===== src/rv_exec_settings.svh =====
`ifndef RV_EXEC_SETTINGS_SVH
`define RV_EXEC_SETTINGS_SVH

// Datapath width of the execution back end
`define RV_XLEN 64

// Architectural registers, x0 included
`define RV_NUM_REGS 32

// Index width for RV_NUM_REGS registers
`define RV_REG_AW 5

// One product or quotient bit per step
`define RV_MD_STEPS `RV_XLEN

`endif

===== src/rv_exec_pkg.sv =====
`default_nettype none

`include "rv_exec_settings.svh"

package rv_exec_pkg;

    typedef logic [`RV_XLEN-1:0] xlen_t;
    typedef logic [`RV_REG_AW-1:0] reg_idx_t;

    typedef enum logic [3:0] {
        OP_LI   = 4'd0,
        OP_ADD  = 4'd1,
        OP_SUB  = 4'd2,
        OP_AND  = 4'd3,
        OP_OR   = 4'd4,
        OP_XOR  = 4'd5,
        OP_SLL  = 4'd6,
        OP_SRL  = 4'd7,
        OP_SRA  = 4'd8,
        OP_MUL  = 4'd9,
        OP_DIVU = 4'd10,
        OP_REMU = 4'd11
    } exec_op_t;

    // Opcodes handled by the iterative unit
    function automatic logic is_muldiv_op(exec_op_t op);
        return (op == OP_MUL) || (op == OP_DIVU) || (op == OP_REMU);
    endfunction

endpackage

`default_nettype wire


===== src/wb_arbiter.sv =====
`default_nettype none

`include "rv_exec_settings.svh"

module wb_arbiter (
    input  logic                    clk,
    input  logic                    rst_n,
    // From integer unit
    input  logic                    int_wb_valid,
    output logic                    int_wb_ready,
    input  rv_exec_pkg::reg_idx_t   int_wb_rd,
    input  rv_exec_pkg::xlen_t      int_wb_data,
    // From muldiv unit
    input  logic                    md_wb_valid,
    output logic                    md_wb_ready,
    input  rv_exec_pkg::reg_idx_t   md_wb_rd,
    input  rv_exec_pkg::xlen_t      md_wb_data,
    // Register file write port
    output logic                    rf_wen,
    output rv_exec_pkg::reg_idx_t   rf_wdst,
    output rv_exec_pkg::xlen_t      rf_wdata,
    // Retire port
    output logic                    retire_valid,
    output rv_exec_pkg::reg_idx_t   retire_rd,
    output rv_exec_pkg::xlen_t      retire_data
);

    // Muldiv first, so its latency stays fixed
    assign md_wb_ready  = md_wb_valid;
    assign int_wb_ready = int_wb_valid && !md_wb_valid;

    assign rf_wen   = md_wb_valid || int_wb_valid;
    assign rf_wdst  = md_wb_valid ? md_wb_rd : int_wb_rd;
    assign rf_wdata = md_wb_valid ? md_wb_data : int_wb_data;

    always_ff @(posedge clk or negedge rst_n) begin
        if (!rst_n) begin
            retire_valid <= 1'b0;
        end else begin
            retire_valid <= rf_wen;
        end
    end

    // Retire record mirrors the granted write
    always_ff @(posedge clk) begin
        if (rf_wen) begin
            retire_rd   <= rf_wdst;
            retire_data <= rf_wdata;
        end
    end

endmodule

`default_nettype wire


===== config.mk =====
export PLATFORM = sky130hd
export DESIGN_NAME = wb_arbiter
export DESIGN_NICKNAME = d
export VERILOG_FILES = /design/src/rv_exec_pkg.sv /design/src/wb_arbiter.sv
export VERILOG_INCLUDE_DIRS = /design/src /design/src/src
export SDC_FILE = /design/constraint.sdc
export NUM_CORES = 1
export LEC_CHECK = 0
export BUFFER_PORTS_ARGS = -buffer_cell sky130_fd_sc_hd__buf_2
export CORE_AREA = 5 5 107 109
export DETAILED_ROUTE_END_ITERATION = 8
export DIE_AREA = 0 0 112 114
export PLACE_DENSITY = 0.67
export SLEW_MARGIN = 10
export SYNTH_ARGS = -nofsm -noshare
export SYNTH_HDL_FRONTEND = slang
export SYNTH_SLANG_ARGS = --single-unit

===== constraint.sdc =====
create_clock -name clk -period 5.15 [get_ports clk]
set_input_delay 1.03 -clock clk [delete_from_list [all_inputs] [get_ports clk]]
set_output_delay 1.03 -clock clk [all_outputs]
set_load 0.01 [all_outputs]

==> results.toml <==
[final_layout]
area_growth_pct = 48.8
antennaDiodeCount = 0
fill_cells = 982
fin_nets = 579
final_area_sq_um = 4910
finish.utilization = 0.467
drive_above_1_share = 0.830

[floorplanning]
die_x_microns = 112
io_pins = 284
core_sq_um = 10500
initial_utilization = 0.314
die-area_sq_um = 12800
die_h_microns = 114
std_cell_rows = 38

[grt]
globalRouteOverflowTotal = 0
grt_pass1_wl_microns = 13800
grt_pass1_vias = 2637
grt_antenna_before_repair = 0
grt_start_max_net_pins = 71
grtUsageTotal = 0.140

[critical_path]
setup.worst_path.class = "in -> out"
required_ps = 4120
cp.arrival_ps = 2390
crit_path_max_fanout = 40
start_kind = "input pin"
crit_path_end_kind = "output port"

[placement]
finalWeightedCongestion = 0.781
port_buffers = 283
placed_cell_area_sq_um = 4770

[detailed_routing]
drt-initial-drc-count = 112
vias = 2481
routed_wl_microns = 9490
drc_errors = 0
avgViaCountPerCell = 4.28
wl_per_cell_microns = 16.4
ant_nets = 0
dr.pass1.iters = 4

[synth]
synth_top_cell_by_area = "edfxtp_1"
postSynthAreaPerCell_sq_um = 22.0
synth_cells = 150
synth_area_sq_um = 3300
yosysSeqAreaShare = 0.635
synth.most_common_cell = "edfxtp_1"
synth.top_cell.area_share = 0.628
synth_cell_type_count = 9
synth-edff-count = 69
synth_area_leaders = "edfxtp_1 63%, mux2_4 31%, buf_12 4.2%, dfrtp_1 0.76%, buf_6 0.34%"
ys_warn_count = 0
ys_ff_latch = 70
synthFlopType = "edfxtp_1"
synth_fp_nets = 292
async_reset_ff_frac = 0.0143
synthTopCellsByCount = "69 x edfxtp_1, 68 x mux2_4, 7 x buf_12"

[cts]
cts-htree-levels = 3
ctsResizeCount = 0
clock_path_buffers = 2
hold_buffers = 0
clock_sinks = 70
cts_tree = "yes"
post_cts_buffers = 0
cts_buffers = 9
path_clk_slew_ps = 60
cts_root_buf = "clkbuf_8"

[sta]
period_share = 0.665
fmax_ghz = 0.292
worst_pin_slew_ps = 876
tns_ps = 0
finalSetupViolCount = 0
period_needed_ps = 3420
relSlewSlack = 0.416
rsz0062_at_grt = "false"
hold_viol_final = 0
slew_violations = 0

[power_and_ir_drop]
p_per_area_nw_per_um2 = 286
p_leak_nw = 2.48
vdd_drop_max_uv = 121

[hold_path]
hold_class = "in -> async"

[flow_run]
max_cap_viol_count = 0

[outcome]
outcome = "completed"
[cells by family (layout without fill, tap and decap cells)]
logic type	after synthesis	count (layout)	share of synthesized area
buf+inv	9	299	0.0481
flops	70	70	0.635
mux	69	69	0.313
simple gates	2	2	0.00379
[per-stage QoR]
| step | hold slack, ps | power, mW | setup WS, ps | instances |
|---|---|---|---|---|
| after floorplan | 734 | 0.900 | 1830 | 150 |
| after global placement | 805 | 1.06 | 1750 | 566 |
| after detailed placement | 810 | 1.07 | 1710 | 566 |
| after CTS | 437 | 1.43 | 1710 | 580 |
| after global routing | 432 | 1.48 | 1660 | 580 |
| final | 464 | 1.40 | 1730 | 580 |
[power breakdown]
group	internal, mW	switching [mW]	total (mW)	leakage, nW
clock	0.169	0.188	0.357	0.0700
sequential	0.698	0.0142	0.712	0.713
combinational	0.171	0.163	0.334	1.70
[flip-flops by register name (all words and copies together) (netlist names)]
signal,cells
retire_rd,5
retire_data,64
retire_valid,1
[critical path, cell delays in order]
cell and delay (ps):
buf_4 460, buf_12 340, mux2_4 350, buf_2 140
[cells in the final DEF (no fill, tap or decap)]
| master | count |
|---|---|
| buf_12 | 1 |
| clkinvlp_4 | 1 |
| mux2_4 | 68 |
| clkbuf_1 | 3 |
| or2_4 | 1 |
| clkbuf_8 | 9 |
| mux2_2 | 1 |
| buf_2 | 282 |
| clkinv_1 | 1 |
| nor2b_1 | 1 |
| edfxtp_1 | 69 |
| dfrtp_1 | 1 |
| buf_4 | 2 |
[final timing paths]
check,cells past startpoint,end,slack [ps],from
worst max-delay path,4,rf_wdata[42],1730,md_wb_valid
worst min-delay path,1,retire_valid$_DFF_PN0_,460,rst_n
max in group asynchronous,1,retire_valid$_DFF_PN0_,4600,rst_n
min in group clk,2,retire_data[35]$_DFFE_PP_,1000,int_wb_data[35]
[per-layer routing]
metal / GRT usage / up-vias / wire [microns]
li1: - / 1160 / -
met1: 0.148 / 1147 / 3300
met2: 0.251 / 164 / 4980
met3: 0.0584 / 10 / 1100
met4: 0.0481 / 0 / 114
met5: 0 / - / 0
[cell type report]
class,count,area [sq um],area share
multi-input cells,71,1050,0.213
well taps,140,175,0.0357
clock buffers,12,135,0.0275
clock inverters,2,11.3,0.00229
flip-flops and latches,70,2100,0.427
repair buffers,285,1450,0.294
No activity file was read; power rests on OpenSTA's default activity.
