<file path="config.mk">
export PLATFORM = sky130hd
export DESIGN_NAME = muldiv_unit
export DESIGN_NICKNAME = d
export VERILOG_FILES = /design/src/rv_exec_pkg.sv /design/src/muldiv_unit.sv
export VERILOG_INCLUDE_DIRS = /design/src /design/src/src
export SDC_FILE = /design/constraint.sdc
export NUM_CORES = 1
export LEC_CHECK = 0
export BUFFER_PORTS_ARGS = -buffer_cell sky130_fd_sc_hd__buf_2
export CAP_MARGIN = 15
export CORE_ASPECT_RATIO = 0.75
export CORE_MARGIN = 4
export CORE_UTILIZATION = 55
export CTS_CLUSTER_DIAMETER = 150
export DETAILED_ROUTE_END_ITERATION = 8
export PLACE_DENSITY = 0.74
export SYNTH_ARGS = -nofsm -noshare
export SYNTH_HDL_FRONTEND = slang
export SYNTH_SLANG_ARGS = --single-unit
</file>
<file path="constraint.sdc">
create_clock -name clk -period 10.1 [get_ports clk]
set_input_delay 1.01 -clock clk [delete_from_list [all_inputs] [get_ports clk]]
set_output_delay 1.01 -clock clk [all_outputs]
set_load 0.03 [all_outputs]
</file>
<file path="src/rv_exec_settings.svh">
`ifndef RV_EXEC_SETTINGS_SVH
`define RV_EXEC_SETTINGS_SVH

// Datapath width of the execution back end
`define RV_XLEN 64

// Architectural registers, x0 included
`define RV_NUM_REGS 32

// Index width for RV_NUM_REGS registers
`define RV_REG_AW 5

// One product or quotient bit per step
`define RV_MD_STEPS `RV_XLEN

`endif
</file>
<file path="src/rv_exec_pkg.sv">
`default_nettype none

`include "rv_exec_settings.svh"

package rv_exec_pkg;

    typedef logic [`RV_XLEN-1:0] xlen_t;
    typedef logic [`RV_REG_AW-1:0] reg_idx_t;

    typedef enum logic [3:0] {
        OP_LI   = 4'd0,
        OP_ADD  = 4'd1,
        OP_SUB  = 4'd2,
        OP_AND  = 4'd3,
        OP_OR   = 4'd4,
        OP_XOR  = 4'd5,
        OP_SLL  = 4'd6,
        OP_SRL  = 4'd7,
        OP_SRA  = 4'd8,
        OP_MUL  = 4'd9,
        OP_DIVU = 4'd10,
        OP_REMU = 4'd11
    } exec_op_t;

    // Opcodes handled by the iterative unit
    function automatic logic is_muldiv_op(exec_op_t op);
        return (op == OP_MUL) || (op == OP_DIVU) || (op == OP_REMU);
    endfunction

endpackage

`default_nettype wire

</file>
<file path="src/muldiv_unit.sv">
`default_nettype none

`include "rv_exec_settings.svh"

module muldiv_unit (
    input  logic                    clk,
    input  logic                    rst_n,
    // From issue
    input  logic                    md_valid,
    output logic                    md_ready,
    input  rv_exec_pkg::exec_op_t   md_op,
    input  rv_exec_pkg::reg_idx_t   md_rd,
    input  rv_exec_pkg::xlen_t      md_a,
    input  rv_exec_pkg::xlen_t      md_b,
    // To writeback
    output logic                    md_wb_valid,
    input  logic                    md_wb_ready,
    output rv_exec_pkg::reg_idx_t   md_wb_rd,
    output rv_exec_pkg::xlen_t      md_wb_data
);
    import rv_exec_pkg::*;

    localparam int CNT_W = $clog2(`RV_MD_STEPS);

    typedef enum logic [1:0] {
        MD_IDLE,
        MD_RUN,
        MD_DONE
    } md_state_t;

    md_state_t          state;
    logic [CNT_W-1:0]   cnt;
    logic               div_zero;
    logic               accept;
    exec_op_t           op_q;
    // Product or remainder
    xlen_t              acc;
    // Multiplier, or dividend shifting out while quotient shifts in
    xlen_t              sreg;
    // Multiplicand or divisor
    xlen_t              opnd;
    logic [`RV_XLEN:0]  rem_shift;
    logic [`RV_XLEN:0]  rem_diff;

    assign md_ready    = (state == MD_IDLE);
    assign accept      = md_valid && md_ready;
    assign md_wb_valid = (state == MD_DONE);
    assign md_wb_data  = (op_q == OP_DIVU) ? sreg : acc;

    // Restoring division step, top bit of the difference is the borrow
    assign rem_shift = {acc, sreg[`RV_XLEN-1]};
    assign rem_diff  = rem_shift - {1'b0, opnd};

    always_ff @(posedge clk or negedge rst_n) begin
        if (!rst_n) begin
            state    <= MD_IDLE;
            cnt      <= '0;
            div_zero <= 1'b0;
        end else begin
            case (state)
                MD_IDLE: begin
                    if (accept) begin
                        state    <= MD_RUN;
                        cnt      <= CNT_W'(`RV_MD_STEPS - 1);
                        div_zero <= (md_op != OP_MUL) && (md_b == '0);
                    end
                end
                MD_RUN: begin
                    cnt <= cnt - 1'b1;
                    if (cnt == '0) begin
                        state <= MD_DONE;
                    end
                end
                MD_DONE: begin
                    if (md_wb_ready) begin
                        state <= MD_IDLE;
                    end
                end
                default: state <= MD_IDLE;
            endcase
        end
    end

    always_ff @(posedge clk) begin
        if (accept) begin
            op_q     <= md_op;
            md_wb_rd <= md_rd;
            opnd     <= (md_op == OP_MUL) ? md_a : md_b;
            if (md_op == OP_MUL) begin
                acc  <= '0;
                sreg <= md_b;
            end else if (md_b == '0) begin
                // Final quotient and remainder known up front
                acc  <= md_a;
                sreg <= '1;
            end else begin
                acc  <= '0;
                sreg <= md_a;
            end
        end else if ((state == MD_RUN) && !div_zero) begin
            if (op_q == OP_MUL) begin
                if (sreg[0]) begin
                    acc <= acc + opnd;
                end
                sreg <= sreg >> 1;
                opnd <= opnd << 1;
            end else if (!rem_diff[`RV_XLEN]) begin
                acc  <= rem_diff[`RV_XLEN-1:0];
                sreg <= {sreg[`RV_XLEN-2:0], 1'b1};
            end else begin
                acc  <= rem_shift[`RV_XLEN-1:0];
                sreg <= {sreg[`RV_XLEN-2:0], 1'b0};
            end
        end
    end

endmodule

`default_nettype wire

</file>
==> reports/results.ini <==
[synth]
yosysUniqueCellTypes=73
yosys_warnings=0
synthFlopType=edfxtp_1
yosys_register_bits=210
synth_area_leaders=edfxtp_1 30%, nand2_1 8.7%, ha_1 8.1%
yosysSeqAreaShare_pct=31.5
synth_area_um2=19900
avgSynthCellArea_um2=7.91
yosysTopAreaCell=edfxtp_1
async_reset_ff_share_pct=4.29
yosys.area.top_type_share_pct=30.4
synth_edf_count=201
synth_nets=2782
synth_cells=2510

[power]
p_int_mw=3.82
p_switching_mw=3.88
power_frac_comb_pct=63.5
ir_drop_v=0.000181
p_seq_share_pct=24.3
p_leak_nw=9.31
p_clk_share_pct=12.1
p_per_area_nw_per_um2=350
sw_frac_of_total_pct=50.3

[clocking]
clock_path_buffers=3
cts_setup_buffers=0
root_buffer=clkbuf_16
htreeDepth=1
cts-resized-gates=0
cts_tree=built
insertion_delay_ps=550
cts_hold_buf=0
clk_pin_slew_worst_paths_ps=70
clkSinkCount=210
cts_buffers=24

[final_layout]
layout.nets=2886
area_delta_synth_final_pct=10.7
drive_gt1_share_pct=13.6

[grt]
grt_pass1_vias=19100
grt_pass1_wl_um=112000
antenna_found_initial=1
grt_usage_pct=36.0
grt_max_degree=107
grt_remaining_overflow=0

[placed_design]
port_buffers=211
pre_cts_ws_ps=4940
hpwl_um=54600
gp_congestion=1.01

[sta]
period_needed_ps=5020
clock.fmax_ghz=0.199
fin_skew_ps=21.8
setup_violations=0
finalWorstSetupSlack_ps=5080
tns_ps=0
finalCritPeriodShare_pct=49.7
final_max_slew_viol_count=0
hold_viol=0
rsz0062_at_grt=false
worst_slew_pin_slew_ps=1280
slew_headroom_pct=13.9

[worst_setup_path]
worst_r2r_startpoint=sreg[63]
slowest_delay_ps=940
cp.arrival_ps=5300
path_cells=inv_1 > ha_1 > fa_1 > nand2b_1 > a21oi_1 > o211ai_1 > a2111oi_0 > nor3_2 > o21ai_2 > a2111oi_4 > xnor2_4 > nor2_2 > a22o_1 > a221o_1
start_kind=register
worstPathMaxFanout=28
endpoint_kind=register
ff2ff_path_depth=14
cp-endpoint=acc[37]
cp.required_ps=10390
rr_endpoint=acc[37]
crit_type=reg2reg
slowest_stage=xnor2_4
startpoint=sreg[63]
reg2reg_slack_ps=5080

[route]
num_vias=21000
ant_nets=0
drt_iter0_markers=2911
wl_per_cell_um=24.0
detail_route.vias_per_cell=6.80
totalWireLength_um=74200
firstDrtPassIters=6
drc_errors=0

[status]
status=finished, final reports clean

[die]
std_cell_rows=59
start_util_pct=56.5
core_area_um2=35100
dieArea_um2=39200
die_x_um=227
io_pins=212
fp.dieH_um=173

[run]
maxCapViolations=0

[worst_hold_path]
hold_path.class=in2async

==> cell usage after synthesis (4+ instances only) <==
library cell	instances
nand2_1	461
a21oi_1	212
o21ai_0	205
edfxtp_1	201
nor2_1	179
a31oi_1	149
clkbuf_1	139
ha_1	129
inv_1	99
xnor2_1	73
and3_1	71
a21o_1	66
mux2_2	62
nand4_1	47
xor2_1	47
a22oi_1	40
nor4_1	26
nor3_1	24
o21a_1	21
nand3_1	18
o211ai_1	18
nand2b_1	17
o21bai_1	17
nor2b_1	13
buf_2	12
a211oi_1	11
o31ai_1	11
mux2i_1	10
and2_1	9
dfrtp_1	9
a221o_1	8
a41oi_1	8
a22o_1	6
o221ai_1	6
a2111oi_0	5
a221oi_1	5
or3_1	5
a211o_1	4
a21boi_0	4
buf_1	4
o41ai_1	4
or2_2	4
==> final cells by class <==
cell class              instances  area (um^2)
flip-flops and latches        210         6260
fillers                      3069        13100
multi-input cells            2044        12700
diodes                          1         2.50
clock buffers                  32          682
repair buffers                234         1230
well taps                     457          572
inverters                     100          380
clock inverters                10          125
==> critical path: cells and delay by family, from the launching register on <==
kind	cells	cell delay [ps]
compound gates	7	2070
simple gates	3	670
xor+xnor	1	940
fa+ha+maj	2	610
buf+inv	1	90
flops	1	370
==> cells by family (layout without fill, tap and decap cells) <==
group	count (synthesis)	count (layout)	share of synthesized area (%)
AO/OA/AOI/OAI	828	828	25.7
XOR/XNOR	122	122	5.51
adder cells (fa/ha/maj)	131	131	8.33
buffers and inverters	256	376	4.93
flip-flops	210	210	31.5
multiplexers	72	72	4.02
other	0	1	0
AND/OR/NAND/NOR	891	891	20.0
==> power groups by stage <==
| stage | clock network (mW) | logic, mW | registers, mW |
|---|---|---|---|
| final | 0.933 | 4.89 | 1.87 |
| after global routing | 0.972 | 5.30 | 1.90 |
| after CTS | 0.939 | 4.76 | 1.85 |
| after detailed placement | 0 | 4.72 | 1.86 |
| after global placement | 0 | 4.68 | 1.85 |
| after floorplan | 0 | 3.56 | 1.68 |
==> layer usage <==
layer	track usage [%]	share of wire (%)
met1	58.0	45
met2	46.5	38
met3	12.2	16
met4	5.77	1.4
met5	0	0
==> worst min-delay path by stage <==
stage / start / endpoint / slack [ps] / depth (start not counted)
6_report: rst_n / div_zero / 310 / 1
5_1_grt: rst_n / cnt[0] / 310 / 1
2_1_floorplan: div_zero / div_zero / 440 / 1
4_1_cts: rst_n / cnt[4] / 300 / 1
3_3_place_gp: cnt[5] / cnt[5] / 480 / 1
3_5_place_dp: cnt[5] / cnt[5] / 480 / 1
==> cell usage in the layout (no fill, tap or decap), drive strengths merged, types with 18 or more instances in the layout <==
cell type  synthesis  layout
nand4             47      47
a31oi            149     149
inv               99     100
ha               129     129
o21a              21      21
a21o              66      66
mux2              62      62
xnor2             74      74
nor3              25      25
edfxtp           201     201
nand3             18      18
o21ai            209     209
and3              71      71
buf               17     234
nand2            461     461
nor2             180     180
clkbuf           139      32
xor2              48      48
nor4              26      26
a21oi            212     212
o211ai            18      18
a22oi             40      40
==> stage by stage <==
stage	utilization, %	power, mW	instance area [um^2]	hold slack, ps	std cells
after floorplan	-	5.25	19900	444	2510
after global placement	60.3	6.53	21200	481	3045
after detailed placement	60.3	6.58	21200	481	3045
after CTS	62.6	7.54	22000	302	3087
after global routing	62.6	8.16	22000	314	3088
final	62.6	7.70	22000	312	3088
==> sequential cells by signal (all words and copies together) (netlist names) <==
signal	flops
md_wb_rd	5
sreg	64
div_zero	1
opnd	64
state	2
acc	64
op_q	4
cnt	6
Power figures use the tool's default switching activity.
