`src/rv_exec_settings.svh`:
```
`ifndef RV_EXEC_SETTINGS_SVH
`define RV_EXEC_SETTINGS_SVH

// Datapath width of the execution back end
`define RV_XLEN 64

// Architectural registers, x0 included
`define RV_NUM_REGS 32

// Index width for RV_NUM_REGS registers
`define RV_REG_AW 5

// One product or quotient bit per step
`define RV_MD_STEPS `RV_XLEN

`endif
```
`src/rv_exec_pkg.sv`:
```
`default_nettype none

`include "rv_exec_settings.svh"

package rv_exec_pkg;

    typedef logic [`RV_XLEN-1:0] xlen_t;
    typedef logic [`RV_REG_AW-1:0] reg_idx_t;

    typedef enum logic [3:0] {
        OP_LI   = 4'd0,
        OP_ADD  = 4'd1,
        OP_SUB  = 4'd2,
        OP_AND  = 4'd3,
        OP_OR   = 4'd4,
        OP_XOR  = 4'd5,
        OP_SLL  = 4'd6,
        OP_SRL  = 4'd7,
        OP_SRA  = 4'd8,
        OP_MUL  = 4'd9,
        OP_DIVU = 4'd10,
        OP_REMU = 4'd11
    } exec_op_t;

    // Opcodes handled by the iterative unit
    function automatic logic is_muldiv_op(exec_op_t op);
        return (op == OP_MUL) || (op == OP_DIVU) || (op == OP_REMU);
    endfunction

endpackage

`default_nettype wire

```
`src/issue.sv`:
```
`default_nettype none

`include "rv_exec_settings.svh"

module issue (
    input  logic                    clk,
    input  logic                    rst_n,
    // Command port
    input  logic                    cmd_req,
    input  rv_exec_pkg::exec_op_t   cmd_op,
    input  rv_exec_pkg::reg_idx_t   cmd_rd,
    input  rv_exec_pkg::reg_idx_t   cmd_rs1,
    input  rv_exec_pkg::reg_idx_t   cmd_rs2,
    input  rv_exec_pkg::xlen_t      cmd_imm,
    output logic                    cmd_ack,
    // Register file read
    output rv_exec_pkg::reg_idx_t   rs_a_idx,
    output rv_exec_pkg::reg_idx_t   rs_b_idx,
    input  rv_exec_pkg::xlen_t      rs_a_data,
    input  rv_exec_pkg::xlen_t      rs_b_data,
    // To integer unit
    output logic                    int_valid,
    input  logic                    int_ready,
    output rv_exec_pkg::exec_op_t   int_op,
    output rv_exec_pkg::reg_idx_t   int_rd,
    output rv_exec_pkg::xlen_t      int_a,
    output rv_exec_pkg::xlen_t      int_b,
    // To muldiv unit
    output logic                    md_valid,
    input  logic                    md_ready,
    output rv_exec_pkg::exec_op_t   md_op,
    output rv_exec_pkg::reg_idx_t   md_rd,
    output rv_exec_pkg::xlen_t      md_a,
    output rv_exec_pkg::xlen_t      md_b,
    // From retire
    input  logic                    retire_valid,
    input  rv_exec_pkg::reg_idx_t   retire_rd
);
    import rv_exec_pkg::*;

    logic [`RV_NUM_REGS-1:0] busy;
    logic                    ack_hold;
    logic                    to_md;
    logic                    uses_src;
    logic                    hazard;
    logic                    can_issue;
    logic                    dispatch;

    assign to_md    = is_muldiv_op(cmd_op);
    // LI takes its value from the immediate only
    assign uses_src = (cmd_op != OP_LI);
    assign hazard   = busy[cmd_rd] || (uses_src && (busy[cmd_rs1] || busy[cmd_rs2]));

    // One command per req/ack cycle
    assign can_issue = cmd_req && !ack_hold && !hazard;
    assign int_valid = can_issue && !to_md;
    assign md_valid  = can_issue && to_md;
    assign dispatch  = (int_valid && int_ready) || (md_valid && md_ready);

    // Ack rises with the dispatch and stays up until req drops
    assign cmd_ack = dispatch || ack_hold;

    // Operand read
    assign rs_a_idx = cmd_rs1;
    assign rs_b_idx = cmd_rs2;

    assign int_op = cmd_op;
    assign int_rd = cmd_rd;
    assign int_a  = rs_a_data;
    assign int_b  = uses_src ? rs_b_data : cmd_imm;

    assign md_op = cmd_op;
    assign md_rd = cmd_rd;
    assign md_a  = rs_a_data;
    assign md_b  = rs_b_data;

    always_ff @(posedge clk or negedge rst_n) begin
        if (!rst_n) begin
            ack_hold <= 1'b0;
        end else if (dispatch) begin
            ack_hold <= 1'b1;
        end else if (!cmd_req) begin
            ack_hold <= 1'b0;
        end
    end

    // Scoreboard, x0 never waits for a result
    always_ff @(posedge clk or negedge rst_n) begin
        if (!rst_n) begin
            busy <= '0;
        end else begin
            if (retire_valid) begin
                busy[retire_rd] <= 1'b0;
            end
            if (dispatch && (cmd_rd != '0)) begin
                busy[cmd_rd] <= 1'b1;
            end
        end
    end

endmodule

`default_nettype wire

```
`config.mk`:
```
export PLATFORM = sky130hd
export DESIGN_NAME = issue
export DESIGN_NICKNAME = d
export VERILOG_FILES = /design/src/rv_exec_pkg.sv /design/src/issue.sv
export VERILOG_INCLUDE_DIRS = /design/src /design/src/src
export SDC_FILE = /design/constraint.sdc
export NUM_CORES = 1
export LEC_CHECK = 0
export BUFFER_PORTS_ARGS = -buffer_cell sky130_fd_sc_hd__buf_4
export CAP_MARGIN = 30
export CELL_PAD_IN_SITES_DETAIL_PLACEMENT = 0
export CELL_PAD_IN_SITES_GLOBAL_PLACEMENT = 1
export CORE_AREA = 4 4 194 196
export DETAILED_ROUTE_END_ITERATION = 12
export DIE_AREA = 0 0 198 200
export HOLD_SLACK_MARGIN = 0.1
export PLACE_DENSITY = 0.54
export SYNTH_ARGS = -nofsm -noshare
export SYNTH_HDL_FRONTEND = slang
export SYNTH_SLANG_ARGS = --single-unit
```
`constraint.sdc`:
```
create_clock -name clk -period 1.8 [get_ports clk]
set_input_delay 0 -clock clk [delete_from_list [all_inputs] [get_ports clk]]
set_output_delay 0 -clock clk [all_outputs]
set_load 0.01 [all_outputs]
```
==> summary by stage <==
Flow run
The number of max-cap violations is 0.

Yosys
The netlist uses 48 different library cells. In this run the cell area of the synthesized design comes to just over 0.005 mm2. Of the total synthesized cell area, the portion taken by AND, OR, NAND and NOR gates is 0.151. The area share of fa/ha/maj cells after synthesis is 0. A synthesized cell averages 8.43 um2.

Synthesis produced a netlist with a net count of about 840. Of the post-synthesis cell area, the dominant cell type holds 0.327. After technology mapping, the gate count stands at about 610. Summed over all instances, the cell type with the most area after synthesis is buf_4. Measured against the total synthesized area, the mux share comes to 0.235. The top flip-flop cell by instance count after synthesis is dfrtp_1. By area, the combinational part of the netlist is dominated by buffers and inverters.

Yosys printed 0 warnings. Of the total synthesized cell area, the portion taken by XOR and XNOR cells is 0. Counting flops with an async set or reset pin after synthesis yields a share of 1.00. Yosys mapped a number of flops with a built-in enable equal to 0.

Ranked by total cell area, the synthesized netlist is headed by buf_4 (33%), dfrtp_1 (16%), mux2_2 (15%), mux2i_1 (5.0%), o21ai_0 (4.0%). Of the synthesized area, sequential elements account for 0.160. The share of the synthesized area in compound gates (AO/OA/AOI/OAI) came to 0.100. The number of flip-flops and latches in the synthesized netlist is 33.

Floorplan
The core region is between 0.03 and 0.04 mm2. For this design the top-level I/O count stands at 509. The vertical extent of the die is approximately 200 um. The die covers slightly below 0.04 mm2. The initial utilization of the core area, before any placement, comes to 0.143.

The initialized floorplan defines 70 standard-cell rows. The width of the die is 198 um.

Cells and area
The layout cell share with drive strength beyond 1 is 0.606. The commonest non-fill, non-tap cell in the layout is buf_4. Summing all multi-input logic gate instances after layout gives about 0.0026 mm2. The final instance area is around 0.0080 mm2. The filler cells instantiated in the layout total 3956. After the last flow step, the layout net total stands at between 1000 and 1500. Leaving out fill and tap cells, the most frequent cells in the layout are buf_4 (389), mux2_2 (67), dlygate4sd3_1 (66).

Once layout is complete, the utilization of the core stands at 0.221. Across the whole layout, storage elements account for approximately 830 um2. The signed area change from the synthesized netlist to the final layout is 54.6%.

Timing
The maximum frequency from static timing analysis is about 430 MHz. For the final routed database, the setup TNS stands at -15.38 ns. The total of endpoints with negative setup slack in the final report is 35.

The final critical-path share of the clock period is 1.30. The worst setup skew after layout is between 0.003 and 0.004 ns. The number of failing hold endpoints at the final stage is 0. The slew at the pin closest to its max-slew limit is between 0.4 and 0.5 ns. The number of max-slew violations in the final report was 0.

After layout, the worst setup slack is -0.542 ns. Setup repair after global routing could not meet its margin everywhere. After layout, the minimum clock period comes to 2.34 ns. The worst max-slew margin expressed relative to the limit is 0.669.

Clock tree
The CTS buffer count is 5. The buffer depth of the longest clock path is 2. In this run the clock root is driven by a clkbuf_16. The sink count of the clock tree is 33.

The H-tree was split into 2 levels. The clock tree from TritonCTS is done. The clock insertion delay at the later pin of the skew report is 0.28 ns. The clock transition time at the flip-flop clock pins of the worst setup and hold paths is 0.06 ns.

Worst setup path
Data on the critical path arrives at its endpoint at roughly 2.3 ns. The biggest fanout along the worst timing path is 6. The setup path with the least slack is of type reg2out. The number of cells on the worst reg-to-reg path is 8. The nature of the critical path startpoint is a flip-flop. The worst setup path is captured at an output pin. The startpoint identified for the worst register-to-register timing path is busy[27]. The reg-to-reg endpoint is busy[4].

For flop-to-flop paths, the worst setup slack is -0.52 ns. The required time of the critical path is 1.80 ns.

Run status
The checks that failed: negative setup slack. The run finished, with violations left.

Placement
The final RePlAce weighted congestion is slightly above 0.8. The half-perimeter wire length of the detailed placement result is about 25000 um. Port buffering added 316 buffers.

After detailed placement, the total cell area comes to 0.00692 mm2.

Detailed routing
For this run, design rule violations remaining after detail routing come to 0. Wires add up to ~29000 um. The number of vias in the routed layout is about 5200. After detailed routing, the average wire length per cell comes to 22.1 um. The number of DRC violations after detailed-routing iteration 0 is between 200 and 300. The remaining number of nets flagged by the antenna check after routing is 0. The number of detailed-route iterations in the first pass is 4. The post-detailed-route via-to-cell ratio is just under 4.

Power and ir drop
The maximum ir drop on the vdd rail is approximately 340 uV. The cell area power density is between 500 and 600 mW/mm2. The analysis attributes to cell leakage a power of 3.61 nW.

Global route
The maximum number of pins on one net before global-route repair is 34. The initial antenna violation count came to 12. The number of global-route vias before repair is about 5300.

The first global-routing pass estimated 38200 um of wire. Summed over all layers, the global routing overflow is 0. The aggregate global-route resource usage is 0.132.

Min path
For hold timing, the worst endpoint is busy[27]. The worst hold path begins at cmd_rd[0]. The class of the worst hold path is in2reg. The number of stages on the worst hold path is 3.
==> synth_stat cells, types with 2 or more instances <==
library cell / number
nand4_1: 6
a22oi_1: 4
and3_1: 2
o21ai_0: 41
clkbuf_1: 13
or3_1: 3
a21oi_1: 3
or3b_2: 2
o21ai_1: 17
nor4_1: 3
mux2_2: 68
and3b_1: 2
buf_6: 3
nand2_1: 19
buf_1: 2
buf_2: 10
nor2b_1: 7
o31ai_2: 6
nand3b_1: 10
nor3b_1: 2
mux4_2: 8
nand2b_1: 8
dfrtp_1: 33
mux2i_1: 26
buf_4: 225
nor2_1: 30
nand3_1: 37
nand4b_1: 3
==> sequential cells by signal, summed over array words and instances, names as in the netlist <==
| register | cells |
|---|---|
| ack_hold | 1 |
| busy | 32 |
==> where the power goes <==
group          leakage (nW)  switching (mW)  internal, mW
sequential            0.445          0.0800         0.851
clock                0.0841           0.343         0.692
combinational          3.08            1.10          1.19
total                  3.61            1.52          2.74
==> layer usage <==
metal  wire (um)  share of wire  vias to the layer above  track usage
met2       14500           0.50                      282        0.229
met3        1950          0.067                       39       0.0321
met4         459          0.016                        8       0.0219
li1            -              -                     2382            -
met5          55         0.0019                        -            0
met1       12000           0.41                     2465        0.170
==> how the worst max path moves through the flow <==
stage                        start   endpoint  slack, ns  cells past startpoint
after floorplan           busy[12]   busy[27]      -0.08                      7
after detailed placement  busy[10]    busy[4]      -0.63                      9
after global routing      busy[10]  int_valid      -0.67                      8
final                     busy[27]    cmd_ack      -0.54                      7
after global placement    busy[10]   busy[19]      -0.62                      9
after CTS                 busy[10]    cmd_ack      -0.55                      8
==> worst max-delay path: stages (launching register included) <==
cell and delay (ns):
dfrtp_1 0.42, mux4_2 0.52, nand2_1 0.10, nand4b_1 0.15
nor4b_4 0.41, nand4_1 0.19, nand2_2 0.14, buf_6 0.12
==> metrics by stage <==
step	std cells	total power [mW]	setup WS (ns)	hold WS (ns)
after floorplan	613	2.12	-0.0823	-0.296
after global placement	1220	2.83	-0.623	-0.0168
after detailed placement	1220	2.83	-0.632	-0.0175
after CTS	1300	4.22	-0.554	0.109
after global routing	1305	4.46	-0.668	0.130
final	1307	4.26	-0.542	0.112
==> final cells by class <==
class,count,share of cell area
timing repair buffer,469,0.477
clock buffer,7,0.0178
multi-input combinational,327,0.324
sequential,33,0.103
clock inverter,1,0.00376
tap,468,0.0733
antenna,2,0.000626
==> logic make-up after synthesis <==
group	count (synthesis)
DFF	33
AOI/OAI and AO/OA	83
buffers and inverters	253
muxes	103
and+or+nand+nor	141
==> timing repair <==
item / 4_1_cts / 5_1_grt
resized for setup: 21 / 12
pin swaps: 8 / 6
setup endpoints to repair: 35 / 35
setup buffers: 6 / 6
cloned: 2 / 0
endpoints found under the hold margin: 162 / 0
hold buffers: 66 / 0
(Power assumes the default switching activity.)
